File: config.mk
export PLATFORM = sky130hd
export DESIGN_NAME = return_stack
export DESIGN_NICKNAME = d
export VERILOG_FILES = /design/src/common/fe_pkg.sv /design/src/target/return_stack.sv
export VERILOG_INCLUDE_DIRS = /design/src /design/src/common
export SDC_FILE = /design/constraint.sdc
export NUM_CORES = 1
export LEC_CHECK = 0
export ABC_CLOCK_PERIOD_IN_PS = 10100
export BUFFER_PORTS_ARGS = -buffer_cell sky130_fd_sc_hd__buf_2
export CORE_UTILIZATION = 45
export CTS_BUF_LIST = sky130_fd_sc_hd__clkbuf_4 sky130_fd_sc_hd__clkbuf_8
export DETAILED_ROUTE_END_ITERATION = 16
export PLACE_DENSITY = 0.58
export REMOVE_ABC_BUFFERS = 1
export SLEW_MARGIN = 10
export SYNTH_ARGS = -nofsm -noshare
export SYNTH_HDL_FRONTEND = slang
export SYNTH_SLANG_ARGS = --single-unit
File: constraint.sdc
create_clock -name clk -period 10.1 [get_ports clk]
set_input_delay 2.525 -clock clk [delete_from_list [all_inputs] [get_ports clk]]
set_output_delay 2.525 -clock clk [all_outputs]
set_load 0.1 [all_outputs]
File: src/common/fe_params.svh
// ~~~~~~~~~~~~~~~~~~~~~~~~~~~~~~~~~~~~~~
// fetch predictor widths, depths, reset vector
// ~~~~~~~~~~~~~~~~~~~~~~~~~~~~~~~~~~~~~~
`ifndef FE_PARAMS_SVH
`define FE_PARAMS_SVH

`define FE_IP_W         32
`define FE_BLOCK_BYTES  16
`define FE_SET_W        9    // index from ip[12:4]
`define FE_HIST_W       10
`define FE_TAB_W        10
`define FE_RAS_DEPTH    16

`define FE_RESET_IP     32'h0000_1000

// table flip rate on mispredict
`define FE_THIN_A       8'h03
`define FE_THIN_B       8'h0f
`define FE_THIN_C       8'hff

`endif

File: src/common/fe_pkg.sv
// ~~~~~~~~~~~~~~~~~~~~~~~~~~~~~~~~~~~~~~
// predictor types and structs
// ~~~~~~~~~~~~~~~~~~~~~~~~~~~~~~~~~~~~~~
`include "fe_params.svh"

package fe_pkg;

  typedef logic [`FE_IP_W-1:0] ip_t;
  typedef logic [`FE_HIST_W-1:0] hist_t;
  typedef logic [`FE_IP_W-`FE_SET_W-5:0] tag_t; // ip[31:13]

  typedef enum logic [1:0] {
    br_cond,
    br_uncond,
    br_call,
    br_ret
  } br_kind_e;

  typedef struct packed {
    logic     valid;
    tag_t     tag;
    ip_t      target;
    br_kind_e kind;
  } tb_entry_t;

  // index 0 is slot 0
  typedef struct packed {
    logic [1:0]     hit;
    br_kind_e [1:0] kind;
    ip_t [1:0]      target;
  } slot_hit_t;

  typedef struct packed {
    logic     valid;
    logic     slot;
    ip_t      src_ip;
    ip_t      target;
    br_kind_e kind;
    logic     mispredict;
    ip_t      next_ip;
    hist_t    hist;
  } retire_t;

  typedef struct packed {
    ip_t   ip;
    hist_t hist;
    logic  taken;
    logic  slot;
    logic  redirect;
  } fetch_t;

endpackage

File: src/target/return_stack.sv
// ~~~~~~~~~~~~~~~~~~~~~~~~~~~~~~~~~~~~~~
// circular return address stack
// ~~~~~~~~~~~~~~~~~~~~~~~~~~~~~~~~~~~~~~
`timescale 1ns/1ps
`include "fe_params.svh"

module return_stack import fe_pkg::*; (
  input  logic clk,
  input  logic rst,
  input  logic push,
  input  logic pop,
  input  ip_t  push_addr,
  output ip_t  top
);

  localparam int PTR_W = $clog2(`FE_RAS_DEPTH);

  ip_t              stack [`FE_RAS_DEPTH];
  logic [PTR_W-1:0] ptr;     // next free entry
  logic [PTR_W-1:0] ptr_m1;

  assign ptr_m1 = ptr - 1'b1; // wraps on underflow
  assign top    = stack[ptr_m1];

  always_ff @(posedge clk) begin
    if (rst) begin
      ptr <= '0;
    end else if (push) begin
      stack[ptr] <= push_addr;
      ptr        <= ptr + 1'b1;
    end else if (pop) begin
      ptr <= ptr_m1;
    end
  end

endmodule

Word-level counts from Yosys, hierarchy flattened:

Memories as Yosys holds them, arrays and structs flattened.
Index checks and enable logic that the tools add are counted.

* muxes and demuxes: 5
* add/subtract/negate cells: 2
* reduce and logical (&&, ||, !) cells: 1

Operators with widths (count)
* $mux 4: 2
* $add 4x1->4 const B: 1
* $sub 4x1->4 const B: 1
* $mux 1: 3
* $reduce_bool 2->1: 1

* word-level logic and storage cells: 10
* register bits: 4
* memories: 1
* input port bits: 36
* output and inout port bits: 32
* bits in writable memories: 512

Memory list
* stack: depth 16, width 32, rd ports 1, clocked after Yosys merged registers in 0, wr ports 1, line return_stack.sv:18 `` ip_t stack [`FE_RAS_DEPTH]; ``

Longest topological paths before layout:

* depth after elaboration: 3
* mapped depth: 11
* depth with buffers taken out: 6

Worst setup path before layout:

OpenSTA, ideal clock, no wires.

* path kind: reg2out
* start point: reg ptr[0]
* end point: out top[10]
* data required time: 7.575 ns
* buffers on the path: 5
* data arrival time: 3.059 ns
* cell stages (with the launch flop): 11
* slack: 4.516 ns
* cell sequence: dfxtp_1 buf_6 buf_6 buf_6 inv_1 ha_1 buf_2 clkbuf_1 mux4_2 nand3_1 nand4_1

* cells in the longest elaborated chain, start to end: 2

RTL lines
* start, declared: line return_stack.sv:19 `logic [PTR_W-1:0] ptr;`
* start signal, assigned: line return_stack.sv:30 `ptr <= ptr + 1'b1;`
* start signal, assigned: line return_stack.sv:32 `ptr <= ptr_m1;`
* $sub 4x1->4: line return_stack.sv:22 `assign ptr_m1 = ptr - 1'b1;`
* $mem_v2 16x32
* end, declared: line return_stack.sv:13 `output ip_t top`

Every way passes these cells.

Final worst setup path:

* start point: reg ptr[1]
* end point: out top[16]

Same word-level chain as after synthesis.

==> summary.md <==
| Metric | Value |
|---|---|
| Worst-path cell chain | inv_1 > ha_4 > buf_4 > mux4_2 > nand3_1 > nand4_1 > buf_2 |
| Final setup TNS | 0 ns |
| Pin count of the biggest net entering global routing | 128 |
| Slew headroom | 0.2336 |
| Hold Startpoint | ptr[0] |
| Total congestion overflow | 0 |
| Avg Vias per Cell | 5.825 |
| Post-Route WL | 47.11 mm |
| Die Y | 212.3 um |
| #FFs+latches synth | 516 |
| Final Non-Filler Cells | 1696 |
| Ratio of final minimum period to clock period | 0.6693 |
| Port bufs | 67 |
| Critical Path RT | 7.58 ns |
| Most common cell after layout, fill and taps aside | edfxtp_1 |
| Inserted Clock Buffers | 82 |
| CTS tree | done |
| DRC Markers | 0 |
| Drt first pass iters | 4 |
| Fraction of layout cells with a size suffix above 1 | 0.3303 |
| HP Class | flip-flop to flip-flop |
| Largest buffer count on any clock path | 3 |
| Clock latency on the worst-skew pair | 0.62 ns |
| Syn Std Cell Area | 0.01990 mm^2 |
| Total GRT Usage | 0.2172 |
| Area grow syn2layout | 13.34% |
| DP Wirelength | 22.94 mm |
| Skew final | 0.02335 ns |
| CP startpoint kind | flip-flop |
| Library cells used by synthesis | 30 |
| Signal arrival time at the worst endpoint | 4.23 ns |
| CTS Root Cell | clkbuf_8 |
| Worst-Margin Slew | 1.150 ns |
| Tmin final | 6.760 ns |
| Starting Density | 0.4589 |
| CP Capture Type | output port |
| Vias in the first global route | 10290 |
| Num rows | 76 |
| CP Max Fanout | 63 |
| Min Hold Slack | 0.7988 ns |
| Max Cap Viol | 0 |
| Reg2reg setup slack | 6.39 ns |
| Slowest stage delay, CP | 0.97 ns |
| FF-to-FF Start | ptr[0] |
| Clk pin slew, worst setup/hold paths | 0.06 ns |
| Max stage delay cell, worst path | ha_4 |
| YS warnings | 0 |
| Cell Area, Placed | 0.02104 mm^2 |
| Final-report max-slew violation count | 0 |
| Hold Fails Final Rpt | 0 |
| Status | finished clean |
| Post-DRT Antenna Nets | 0 |
| Post-CTS setup buffers | 0 |
| Placeable Area | 0.04336 mm^2 |
| Die Area | 0.04506 mm^2 |
| Final-stage net count | 1083 |
| Cts hold-fix bufs | 0 |
| Setup Viol. Count Final | 0 |
| Routed WL per cell | 27.77 um |
| Fraction of the yosys area taken by sequential cells | 0.7767 |
| Leakage | 7.015 nW |
| Critical path class | flip-flop to output port |
| # clock sinks | 516 |
| P per Cell Area | 228.0 mW/mm^2 |
| Reg2Reg Depth | 5 |
| Worst r2r dst | stack[3][5] |
| Top Ports | 68 |
| Syn Area/Cell | 21.58 um^2 |
| Cts repair resizes | 0 |
| H-tree levels | 3 |
| Die X | 212.3 um |
| First-pass GRT wire length | 68.93 mm |
| Vias after detailed routing | 9879 |
| Final Cell Area | 0.02255 mm^2 |
| Total Power | 5.143 mW |
| FMAX | 147.9 MHz |
| Initial antenna violation count | 4 |
| Initial DRC count | 963 |
| Global placement routability congestion | 0.7434 |
| Peak VDD IR | 110.7 uV |
| RSZ-0062 raised after global routing | false |
| Leading cell types in the layout, fill and taps excluded | edfxtp_1 (512), mux4_2 (128), nand3_1 (128), clkbuf_8 (83), buf_2 (67) |
| Hold path depth | 3 |
| Placed Instances | 1544 |
| Syn Inst Count | 922 |
| Hold Crit Endpoint | ptr[0] |
[registers in the layout, summed over array words and instances, names as in the netlist]
name,count
ptr,4
stack,512
[critical path, delay by kind of cell (launching register included)]
family | cells | cell delay, ns
mux | 1 | 0.30
simple gates | 2 | 0.32
buf+inv | 3 | 1.26
flops | 1 | 0.71
fa+ha+maj | 1 | 0.97
[cells by family after synthesis]
logic type | Yosys count | share of synthesized area
compound gates | 13 | 0.006036
xor+xnor | 3 | 0.001321
fa+ha+maj | 4 | 0.002515
buf+inv | 61 | 0.01773
flops | 516 | 0.7767
mux | 128 | 0.1449
simple gates | 197 | 0.05081
[per-stage QoR]
step,setup WS (ns),util
floorplan,-3.002,-
detailed placement,4.022,0.4852
finish,3.340,0.5201
global placement,4.052,0.4852
CTS,3.326,0.5199
global route,3.159,0.5200
[synth_stat cells (all sizes together)]
master	number	area share
a21boi	1	0.00038
a21oi	1	0.00025
a221oi	1	0.00044
a31oi	1	0.00031
and4	1	0.00044
buf	41	0.014
clkbuf	17	0.0032
dfxtp	4	0.0040
edfxtp	512	0.77
ha	4	0.0025
inv	3	0.00057
mux4	128	0.14
nand2	8	0.0015
nand2b	3	0.0013
nand3	128	0.032
nand4	32	0.010
nor2	19	0.0036
nor2b	1	0.00031
nor3	4	0.0010
nor3b	1	0.00038
o211ai	2	0.00075
o21ai	1	0.00025
o31ai	4	0.0020
o41ai	2	0.0016
xnor2	3	0.0013
[power breakdown]
group          internal (mW)  total (mW)  leakage (nW)  switching (mW)
Clock                  0.840        1.64         0.774           0.805
Combinational          0.258        1.10          1.60           0.840
Sequential              2.38        2.40          4.65          0.0159
Total                   3.48        5.14          7.02            1.66
[routing by layer]
layer,vias up,global-route usage,wire length [um]
met5,-,0,9
met3,63,0.04904,3237
met4,2,0.06946,940
met1,5323,0.3053,20170
met2,327,0.3393,22750
li1,4164,-,-
[worst max path at each step]
stage,from,to,slack [ns]
after floorplan,ptr[0],top[0],-3.00
after global placement,ptr[1],top[16],4.05
after detailed placement,ptr[1],top[6],4.02
after CTS,ptr[1],top[6],3.33
after global routing,ptr[1],top[16],3.16
final,ptr[1],top[16],3.34
[area by class of cell]
| type | count | area, um^2 |
|---|---|---|
| Clock buffer | 102 | 1285 |
| Clock inverter | 47 | 219.0 |
| Fill cell | 3494 | 20810 |
| Antenna cell | 3 | 7.507 |
| Multi-Input combinational cell | 345 | 4280 |
| Inverter | 3 | 11.26 |
| Tap cell | 585 | 732.0 |
| Sequential cell | 516 | 15460 |
| Timing Repair Buffer | 95 | 558.0 |
(Power assumes the default switching activity.)
