**src/common/fe_params.svh**
```systemverilog
// ~~~~~~~~~~~~~~~~~~~~~~~~~~~~~~~~~~~~~~
// fetch predictor widths, depths, reset vector
// ~~~~~~~~~~~~~~~~~~~~~~~~~~~~~~~~~~~~~~
`ifndef FE_PARAMS_SVH
`define FE_PARAMS_SVH

`define FE_IP_W         32
`define FE_BLOCK_BYTES  16
`define FE_SET_W        9    // index from ip[12:4]
`define FE_HIST_W       10
`define FE_TAB_W        10
`define FE_RAS_DEPTH    16

`define FE_RESET_IP     32'h0000_1000

// table flip rate on mispredict
`define FE_THIN_A       8'h03
`define FE_THIN_B       8'h0f
`define FE_THIN_C       8'hff

`endif

```
**src/common/fe_pkg.sv**
```systemverilog
// ~~~~~~~~~~~~~~~~~~~~~~~~~~~~~~~~~~~~~~
// predictor types and structs
// ~~~~~~~~~~~~~~~~~~~~~~~~~~~~~~~~~~~~~~
`include "fe_params.svh"

package fe_pkg;

  typedef logic [`FE_IP_W-1:0] ip_t;
  typedef logic [`FE_HIST_W-1:0] hist_t;
  typedef logic [`FE_IP_W-`FE_SET_W-5:0] tag_t; // ip[31:13]

  typedef enum logic [1:0] {
    br_cond,
    br_uncond,
    br_call,
    br_ret
  } br_kind_e;

  typedef struct packed {
    logic     valid;
    tag_t     tag;
    ip_t      target;
    br_kind_e kind;
  } tb_entry_t;

  // index 0 is slot 0
  typedef struct packed {
    logic [1:0]     hit;
    br_kind_e [1:0] kind;
    ip_t [1:0]      target;
  } slot_hit_t;

  typedef struct packed {
    logic     valid;
    logic     slot;
    ip_t      src_ip;
    ip_t      target;
    br_kind_e kind;
    logic     mispredict;
    ip_t      next_ip;
    hist_t    hist;
  } retire_t;

  typedef struct packed {
    ip_t   ip;
    hist_t hist;
    logic  taken;
    logic  slot;
    logic  redirect;
  } fetch_t;

endpackage

```
**src/verilog/next_ip.sv**
```systemverilog
// ~~~~~~~~~~~~~~~~~~~~~~~~~~~~~~~~~~~~~~
// fetch address, history, next-address select
// ~~~~~~~~~~~~~~~~~~~~~~~~~~~~~~~~~~~~~~
`timescale 1ns/1ps
`include "fe_params.svh"

module next_ip import fe_pkg::*; (
  input  logic       clk,
  input  logic       rst,
  input  retire_t    retire,
  input  slot_hit_t  hits,
  input  logic [1:0] pred,
  input  ip_t        top,
  output ip_t        cur_ip,
  output hist_t      cur_hist,
  output logic       push,
  output logic       pop,
  output ip_t        push_addr,
  output logic       taken,
  output logic       slot,
  output logic       redirect
);

  logic     [1:0] slot_tk;
  br_kind_e       sel_kind;
  ip_t            sel_target;
  ip_t            seq_ip;
  ip_t            ip_nxt;
  hist_t          hist_nxt;
  logic           fix;

  // unconditional kinds always go, cond ones follow the tables
  assign slot_tk[0] = hits.hit[0] && (hits.kind[0] != br_cond || pred[0]);
  assign slot_tk[1] = hits.hit[1] && (hits.kind[1] != br_cond || pred[1]);

  assign taken      = slot_tk[0] | slot_tk[1];
  assign slot       = ~slot_tk[0] & slot_tk[1]; // slot 0 wins
  assign sel_kind   = hits.kind[slot];
  assign sel_target = hits.target[slot];

  assign seq_ip = cur_ip + ip_t'(`FE_BLOCK_BYTES);

  always_comb begin
    if (!taken) begin
      ip_nxt = seq_ip;
    end else if (sel_kind == br_ret) begin
      ip_nxt = top;
    end else begin
      ip_nxt = sel_target;
    end
  end

  // one bit per examined hit, stop after the taken one
  always_comb begin
    hist_nxt = cur_hist;
    if (hits.hit[0]) begin
      hist_nxt = {hist_nxt[`FE_HIST_W-2:0], slot_tk[0]};
    end
    if (hits.hit[1] && !slot_tk[0]) begin
      hist_nxt = {hist_nxt[`FE_HIST_W-2:0], slot_tk[1]};
    end
  end

  assign push      = taken && (sel_kind == br_call) && !redirect;
  assign pop       = taken && (sel_kind == br_ret) && !redirect;
  assign push_addr = seq_ip;

  assign fix = retire.valid && retire.mispredict;

  always_ff @(posedge clk) begin
    if (rst) begin
      cur_ip   <= `FE_RESET_IP;
      cur_hist <= '0;
      redirect <= 1'b0;
    end else if (fix) begin
      cur_ip   <= retire.next_ip;
      cur_hist <= retire.hist;
      redirect <= 1'b1;
    end else begin
      cur_ip   <= ip_nxt;
      cur_hist <= hist_nxt;
      redirect <= 1'b0;
    end
  end

endmodule
```
**config.mk**
```make
export PLATFORM = sky130hd
export DESIGN_NAME = next_ip
export DESIGN_NICKNAME = d
export VERILOG_FILES = /design/src/common/fe_pkg.sv /design/src/verilog/next_ip.sv
export VERILOG_INCLUDE_DIRS = /design/src /design/src/common
export SDC_FILE = /design/constraint.sdc
export NUM_CORES = 1
export LEC_CHECK = 0
export ABC_AREA = 1
export BUFFER_PORTS_ARGS = -buffer_cell sky130_fd_sc_hd__clkbuf_2
export CORE_AREA = 3 3 113 115
export CTS_CLUSTER_DIAMETER = 30
export DETAILED_ROUTE_END_ITERATION = 10
export DIE_AREA = 0 0 116 118
export PLACE_DENSITY = 0.66
export SLEW_MARGIN = 20
export SYNTH_ARGS = -nofsm -noshare
export SYNTH_HDL_FRONTEND = slang
export SYNTH_SLANG_ARGS = --single-unit
```
**constraint.sdc**
```tcl
create_clock -name clk -period 1.9 [get_ports clk]
set_clock_uncertainty 0.2 [all_clocks]
set_input_delay 0.095 -clock clk [delete_from_list [all_inputs] [get_ports clk]]
set_output_delay 0.095 -clock clk [all_outputs]
set_load 0.05 [all_outputs]
```
# After elaboration in Yosys (flattened, before gate mapping)
# Cells that the tools add are included.
# word_totals
wordCells,37
out_inout_bits,79
reg_bits,43
input_bits,217
# classes
n_bitwise,3
add_sub_neg,1
reduce_logical,15
muxes,11
n_eq_ne,2
magnitude_cmp,1
# op_table
cell,count
$mux W32,5
$add A32 B5 Y32 const B,1
$mux W10,3
$logic_and A1 B1 Y1,8
$eq A2 B2 Y1 const B,2
$mux W2,2
$reduce_bool A2 Y1,2
$reduce_bool A3 Y1,1
$logic_not A1 Y1,2
$logic_or A1 B1 Y1,2
$lt A1 B2 Y1 const B,1
$and A1 B1 Y1,1
$mux W1,1
$not A1 Y1,1
$or A1 B1 Y1,1

# Depth between registers and ports, before layout
# Gate-level depths: netlist of run 1.
# logic_depth
ltp_word,11
depth_mapped,13
ltp_nobuf,12

# Least setup slack after synthesis of run 1
# No wires, ideal clock.
# synth_timing
path_kind,reg2reg
start,reg cur_ip[4]
end,reg cur_ip[18]
arrival_ns,2.691
required_ns,1.629
setup_ns,0.071
path_stages_with_launch,8
period_less_slack_ns,2.962
setup_slack_ns,-1.062
path_cell_list,dfxtp_1 ha_1 nand3_1 nor2_1 nand3_1 xnor2_1 a22oi_1 a21oi_1
# synth_via
elab_chain_len,3
# synth_rtl
item,line_no,rtl
from (decl),next_ip.sv:14,"output ip_t cur_ip,"
from (signal assigned),next_ip.sv:72,cur_ip <= `FE_RESET_IP;
from (signal assigned),next_ip.sv:76,cur_ip <= retire.next_ip;
from (signal assigned),next_ip.sv:80,cur_ip <= ip_nxt;
$add A32 B5 Y32,next_ip.sv:41,assign seq_ip = cur_ip + ip_t'(`FE_BLOCK_BYTES);
via push_addr[18],next_ip.sv:18,"output ip_t push_addr,"
$mux W32,next_ip.sv:44,if (!taken) begin
$mux W32,next_ip.sv:75,end else if (fix) begin
# The timed path passes the listed nets, and every way through them passes these cells.
# A chain may end at the register's enable or synchronous reset.

# Final worst setup path of run 1
# layout_timing
start,reg cur_ip[5]
end,out push_addr[20]
# layout_via
elab_chain_len,1
# layout_rtl
item,line_no
$add A32 B5 Y32,next_ip.sv:41
to (decl),next_ip.sv:18
# Every way passes these cells.

==> results of run 1 <==
## power by group through the flow
stage / Clock (mW) / Combinational [mW] / Sequential (mW)
detailed placement: 0 / 1.66 / 1.15
finish: 0.855 / 1.99 / 1.12
CTS: 0.874 / 1.91 / 1.10
floorplan: 0 / 0.837 / 1.42
global placement: 0 / 1.65 / 1.15
global route: 0.917 / 2.11 / 1.13
## layer usage
metal | GRT usage, % | share of wire, % | vias up
met5 | 0 | 0 | -
met4 | 7.614 | 3.4 | 0
met3 | 5.501 | 7.8 | 46
met2 | 41.29 | 48 | 266
met1 | 30.78 | 41 | 2353
li1 | - | - | 2621
## worst max-delay path, delay by kind of cell (launching register included)
kind | cells | cell delay (ns)
XOR/XNOR | 1 | 0.21
adder cells (fa/ha/maj) | 1 | 0.17
buffers and inverters | 2 | 0.28
flip-flops | 1 | 0.38
AND/OR/NAND/NOR | 3 | 0.36
## Yosys cell counts (2+ instances only)
library cell / number / area [um^2]
a21boi_0: 3 / 22.52
a21oi_1: 27 / 135.1
a22oi_1: 22 / 165.2
buf_2: 13 / 65.06
buf_4: 7 / 52.55
clkbuf_1: 14 / 52.55
dfxtp_1: 43 / 860.8
inv_1: 46 / 172.7
inv_2: 2 / 7.510
nand2_1: 205 / 769.5
nand2_2: 4 / 25.02
nand3_1: 78 / 390.4
nand3b_1: 35 / 262.8
nand4_1: 2 / 12.51
nor2_1: 55 / 206.5
nor3_1: 3 / 15.01
o211ai_1: 5 / 37.54
o21ai_0: 14 / 70.07
o21ai_1: 2 / 10.01
xnor2_1: 7 / 61.31
xor2_1: 11 / 96.34
## cells by family after synthesis
| kind of cell | share of synthesized area, % |
|---|---|
| muxes | 0.2811 |
| xor gates and xnor gates | 4.427 |
| buffers and inverters | 9.944 |
| and+or+nand+nor | 47.40 |
| AOI/OAI and AO/OA | 13.42 |
| DFF | 24.17 |
| adders and majority gates | 0.3513 |
## worst min-delay path by stage
| stage | startpoint | end | slack [ns] | cells past startpoint |
|---|---|---|---|---|
| global route | hits[9] | cur_ip[9] | 0.03 | 5 |
| global placement | retire[4] | cur_hist[4] | 0.13 | 3 |
| CTS | hits[15] | cur_ip[15] | 0.005 | 5 |
| floorplan | retire[22] | cur_ip[12] | 0.03 | 2 |
| finish | hits[47] | cur_ip[15] | 0.008 | 5 |
| detailed placement | retire[9] | cur_hist[9] | 0.14 | 3 |
## sequential cells by signal, indices dropped and copies added (netlist names)
name,flops
cur_ip,32
cur_hist,10
redirect,1
## timing repair
item	4_1_cts	5_1_grt
endpoints found under the hold margin	39	0
buffers inserted	20	10
pin swaps	24	33
hold buffers	64	0
resized for setup	74	61
endpoints found under the setup margin	24	27
## per-stage QoR
stage               setup WS, ns  hold slack [ns]  cells  utilization [%]
global placement         0.06309           0.1322    973            46.60
CTS                      -0.1136         0.004894   1065            57.12
detailed placement       0.06504           0.1394    973            46.60
global route             -0.1552          0.03014   1075            59.10
finish                  -0.09513         0.007938   1075            59.10
floorplan                -0.2136          0.02679    606                -
## area by class of cell
class                           count  area share (%)
Inverter                           49           2.702
Clock inverter                      3          0.2133
Timing Repair Buffer              348           36.03
Clock buffer                        5           1.777
Multi-Input combinational cell    480           43.25
Tap cell                          147           2.613
Sequential cell                    43           13.42
==> run_results.csv, run 1 <==
group,metric,value,unit
job,max-cap-violations,0,
sta,max_freq,501.2,MHz
synthesis,synth_edf_count,0,
cells_and_area,nFillCells,1055,
power,p_sw_share,43.58,%
sta,setup_ws,-0.09513,ns
cells_and_area,n_antenna_cell,0,
setup_path,worstSetupStartpoint,"cur_ip[5]",
global_routing,grt_pass1_wl,26.59,mm
power,p_int,2.236,mW
route,vias,5286,
route,wire_per_inst,16.30,um
setup_path,critPathMaxStageDelay,0.38,ns
clock_tree,clk_path_buf_depth,2,
cells_and_area,drive_gt1_share,45.80,%
setup_path,reg2reg_to,"cur_ip[28]",
power,leakagePower,3.473,nW
setup_path,critPathSlowestCell,"dfxtp_4",
sta,fin_crit_sh,105.0,%
place,io_buffers,228,
clock_tree,clock_sinks,43,
route,dr.pass1.iters,5,
setup_path,cp-start-kind,"register",
route,wl,17.53,mm
synthesis,synth_cell_types,29,
power,power_frac_seq,28.2,%
die,pin_count,296,
setup_path,crit_arrival,1.70,ns
clock_tree,ctsHtreeMaxLevel,2,
place,gp_congestion,0.8716,
route,avgViaCountPerCell,4.917,
setup_path,crit_end,"push_addr[20]",
synthesis,yosys_warnings,0,
setup_path,rrSetupSlack,0.07,ns
clock_tree,cts_buffers,5,
synthesis,synthArstFlopShare,0,%
route,final_antenna_net_count,0,
die,start_util,29.89,%
sta,rsz0062_at_grt,"true",
min_path,hp-class,"primary input to register",
outcome,status,"finished, violations left",
clock_tree,ctsRootBufferMaster,"clkbuf_16",
cells_and_area,layout_common_cells,"204 x clkbuf_2, 166 x nand2_1, 74 x nand3_1, 64 x dlygate4sd3_1, 49 x buf_4",
sta,fin_crit,1.995,ns
setup_path,cp_cell_sequence,"ha_4 -> nand3_4 -> inv_4 -> nand2_8 -> nor2_4 -> xor2_4 -> buf_12",
synthesis,synth_seq_cells,43,
synthesis,synth.avg_cell_area,5.876,um^2
cells_and_area,finalNetCount,1145,
cells_and_area,areaGrowthSynthToFinish,97.68,%
setup_path,worstSetupEndpointType,"primary output",
power,total_power,3.963,mW
global_routing,grt_pass1_vias,5121,
power,ir_drop,371.3,uV
global_routing,grtUsageTotal,24.51,%
power,powerDensity,563.0,mW/mm^2
sta,worstMarginPinSlew,0.3988,ns
global_routing,grt_antenna_before_repair,0,
clock_tree,clk_pin_slew_worst_paths,0.06,ns
die,dieArea,0.01369,mm^2
power,power.share.clock,21.6,%
power,p_switching,1.727,mW
cells_and_area,layout_commonest_cell,"clkbuf_2",
setup_path,r2r-start,"cur_ip[5]",
cells_and_area,multi_input_area,0.003044,mm^2
cells_and_area,design_area,0.007039,mm^2
die,die_x,116,um
global_routing,grt_max_degree,34,
power,p_comb_share,50.2,%
outcome,violations,"negative setup slack",
die,core.rowCount,40,
sta,finalSetupViolCount,10,
sta,hold_viol,0,
synthesis,ys.flop_type,"dfxtp_1",
sta,slew_violations,0,
setup_path,path_max_fanout,4,
die,coreArea,0.01191,mm^2
clock_tree,cts_tree,"built",
global_routing,grt-ovfl-total,0,
setup_path,reg2reg_depth,11,
clock_tree,clk_latency,0.29,ns
setup_path,worstSetupPathType,"register to primary output",
route,drt-initial-drc-count,277,
synthesis,syn_area,0.003561,mm^2
sta,tns,-0.3723,ns
place,place_area,0.005550,mm^2
die,die_h,118,um
synthesis,synth_fp_nets,824,
synthesis,yosysSeqAreaShare,24.17,%
place,hpwl,12.88,mm
route,drc,0,
synthesis,syn_inst,606,
setup_path,worstPathRequired,1.60,ns
sta,relSlewSlack,73.39,%
cells_and_area,seqCellArea,944.7,um^2
(Power assumes the default switching activity.)
==> run 2, diff against run 1 <==
--- a/config.mk
+++ b/config.mk
@@ -6,13 +6,12 @@
 export SDC_FILE = /design/constraint.sdc
 export NUM_CORES = 1
 export LEC_CHECK = 0
-export ABC_AREA = 1
 export BUFFER_PORTS_ARGS = -buffer_cell sky130_fd_sc_hd__clkbuf_2
-export CORE_AREA = 3 3 113 115
+export CORE_AREA = 3 3 112 114
 export CTS_CLUSTER_DIAMETER = 30
 export DETAILED_ROUTE_END_ITERATION = 10
-export DIE_AREA = 0 0 116 118
-export PLACE_DENSITY = 0.66
+export DIE_AREA = 0 0 115 117
+export PLACE_DENSITY = 0.65
 export SLEW_MARGIN = 20
 export SYNTH_ARGS = -nofsm -noshare
 export SYNTH_HDL_FRONTEND = slang
==> constraint.sdc (replaced) <==
create_clock -name clk -period 1.9 [get_ports clk]
set_clock_uncertainty 0.2 [all_clocks]
set_input_delay 0.095 -clock clk [delete_from_list [all_inputs] [get_ports clk]]
set_output_delay 0.095 -clock clk [all_outputs]
set_load 0.1 [all_outputs]
==> run_results.csv, run 2 <==
group,metric,value,unit
outcome,status,"finished, violations left",
outcome,violations,"negative setup slack",
die,coreArea,0.01152,mm^2
global_routing,grt-ovfl-total,0,
setup_path,worstPathRequired,1.60,ns
synthesis,synth_edf_count,0,
setup_path,worstSetupEndpointType,"primary output",
cells_and_area,reg_top3,"cur_ip (32), cur_hist (10), redirect (1)",
cells_and_area,layout_commonest_cell,"clkbuf_2",
setup_path,cp-start-kind,"register",
sta,tns,-10.63,ns
die,die_x,115,um
synthesis,synth_cell_types,52,
global_routing,grt_antenna_before_repair,0,
setup_path,path_max_fanout,6,
global_routing,grt_pass1_vias,5334,
cells_and_area,layout_common_cells,"198 x clkbuf_2, 94 x buf_4, 69 x dlygate4sd3_1, 40 x nor2_1",
cells_and_area,utilization,66.66,%
route,vias,5179,
route,avgViaCountPerCell,5.417,
synthesis,synthTopCellsByArea,"dfxtp_1 25%, mux2_2 10%, nor2_1 4.6%",
place,pre_cts_ws,-0.2805,ns
sta,setup_ws,-0.5964,ns
cells_and_area,drive_gt1_share,62.19,%
place,gp_congestion,0.8423,
global_routing,grt_max_degree,25,
route,wl,18.11,mm
sta,hold_viol,0,
clock_tree,clk_pin_slew_worst_paths,0.07,ns
synthesis,synthTopCellsByCount,"43 x dfxtp_1, 42 x nor2_1, 33 x nand2_1",
synthesis,yosys.area.top_type,"dfxtp_1",
setup_path,crit_arrival,2.20,ns
synthesis,synth.avg_cell_area,7.992,um^2
clock_tree,ctsRootBufferMaster,"clkbuf_16",
global_routing,grt_pass1_wl,27.14,mm
job,max-cap-violations,0,
synthesis,synth_seq_cells,43,
synthesis,yosys_warnings,0,
route,wire_per_inst,18.94,um
place,io_buffers,228,
die,core.rowCount,39,
cells_and_area,areaGrowthSynthToFinish,125.5,%
global_routing,grtUsageTotal,25.50,%
die,die_h,117,um
clock_tree,ctsHtreeMaxLevel,2,
synthesis,ys.flop_type,"dfxtp_1",
route,dr.pass1.iters,5,
sta,slew_violations,0,
sta,fin_crit_sh,131.4,%
synthesis,syn_area,0.003405,mm^2
sta,relSlewSlack,41.38,%
synthesis,yosysMostFrequentCell,"dfxtp_1",
sta,finalSetupViolCount,39,
sta,fin_crit,2.496,ns
place,hpwl,13.02,mm
route,drc,0,
synthesis,synthArstFlopShare,0,%
power,ir_drop,497.6,uV
die,pin_count,296,
synthesis,syn_inst,426,
route,drt-initial-drc-count,309,
synthesis,synth_fp_nets,644,
cells_and_area,finalNetCount,1029,
clock_tree,clock_sinks,43,
cells_and_area,largest_reg_flops,32,
min_path,hp-class,"primary input to register",
die,dieArea,0.01346,mm^2
die,start_util,29.56,%
sta,worstMarginPinSlew,0.8760,ns
sta,max_freq,400.6,MHz
sta,rsz0062_at_grt,"true",
setup_path,worstSetupPathType,"register to primary output",
clock_tree,cts_buffers,5,
synthesis,yosysSeqAreaShare,25.28,%
route,final_antenna_net_count,0,
clock_tree,clk_latency,0.29,ns
synthesis,synth_top_cell_area_share,25.28,%
clock_tree,clk_path_buf_depth,2,
power,total_power,4.884,mW
clock_tree,cts_tree,"built",
power,leakagePower,3.480,nW
cells_and_area,largest-register,"cur_ip",
power,powerDensity,636.2,mW/mm^2
## run 2: cell count changes in the layout (fill, tap and decap cells not counted), sizes merged, moves of 12 or more
cell	change
nand3	-51
inv	-42
o32ai	+13
nand3b	-35
a21oi	-16
buf	+72
mux2	+31
nor2	-13
mux2i	+12
nand2	-176
or2	+12
## run 2: final timing paths
| check | startpoint | cells after the start | slack (ns) | to |
|---|---|---|---|---|
| max reg2reg | cur_ip[17] | 6 | -0.28 | cur_ip[25] |
| min | retire[41] | 3 | 0.04 | cur_ip[31] |
| min reg2reg | cur_ip[0] | 2 | 0.38 | cur_ip[0] |
| max | cur_ip[17] | 6 | -0.60 | push_addr[26] |
## run 2: cell type report
class | count | area, um^2
diodes | 1 | 2.502
clock buffers | 6 | 128.9
clock inverters | 2 | 12.51
fillers | 893 | 3840
inverters | 9 | 48.80
multi-input cells | 338 | 3095
flip-flops and latches | 43 | 945.9
well taps | 143 | 178.9
repair buffers | 414 | 3263
## run 2: cell families (layout without fill, tap and decap cells)
family	Yosys count	after routing	share of synthesized area, %
buf+inv	46	431	6.138
flops	43	43	25.28
other cells	0	1	0
fa+ha+maj	1	1	0.3675
xor+xnor	17	17	4.373
compound gates	119	119	26.09
simple gates	156	157	23.67
mux	44	44	14.08
## run 2: power breakdown
group          total (mW)  switching (mW)  leakage [nW]  internal [mW]
logic                2.93            1.94          3.04          0.992
registers            1.09          0.0957         0.371          0.998
clock network       0.858           0.372        0.0669          0.486
total                4.88            2.41          3.48           2.48
## run 2: critical path, cell delays in order, from the launching register on
cell and delay, ns:
dfxtp_4 0.34, nand4_1 0.19, buf_4 0.21, or4_4 0.46
o31a_1 0.29, or2_4 0.25, buf_12 0.16
## run 2: what timing repair did
item	in CTS	in global routing
hold buffers	68	1
resized for setup	48	26
setup endpoints to repair	37	44
pin swaps	37	22
endpoints found under the hold margin	41	1
cloned	1	0
setup buffers	17	12
## run 2: per-layer routing
layer  share of wire, %  vias up  track usage, %
met3                6.4       63           4.781
met4                3.8        0           11.66
met5                  0        -               0
li1                   -     2403               -
met2                 52      273           45.33
met1                 38     2440           29.72
## run 2: stage by stage
step	std cells	hold WS, ns	instance area [um^2]
floorplan	426	0.01025	4055
global placement	852	0.1171	6294
detailed placement	852	0.1144	6294
CTS	944	0.01555	7457
global route	955	0.02983	7674
finish	956	0.03658	7676
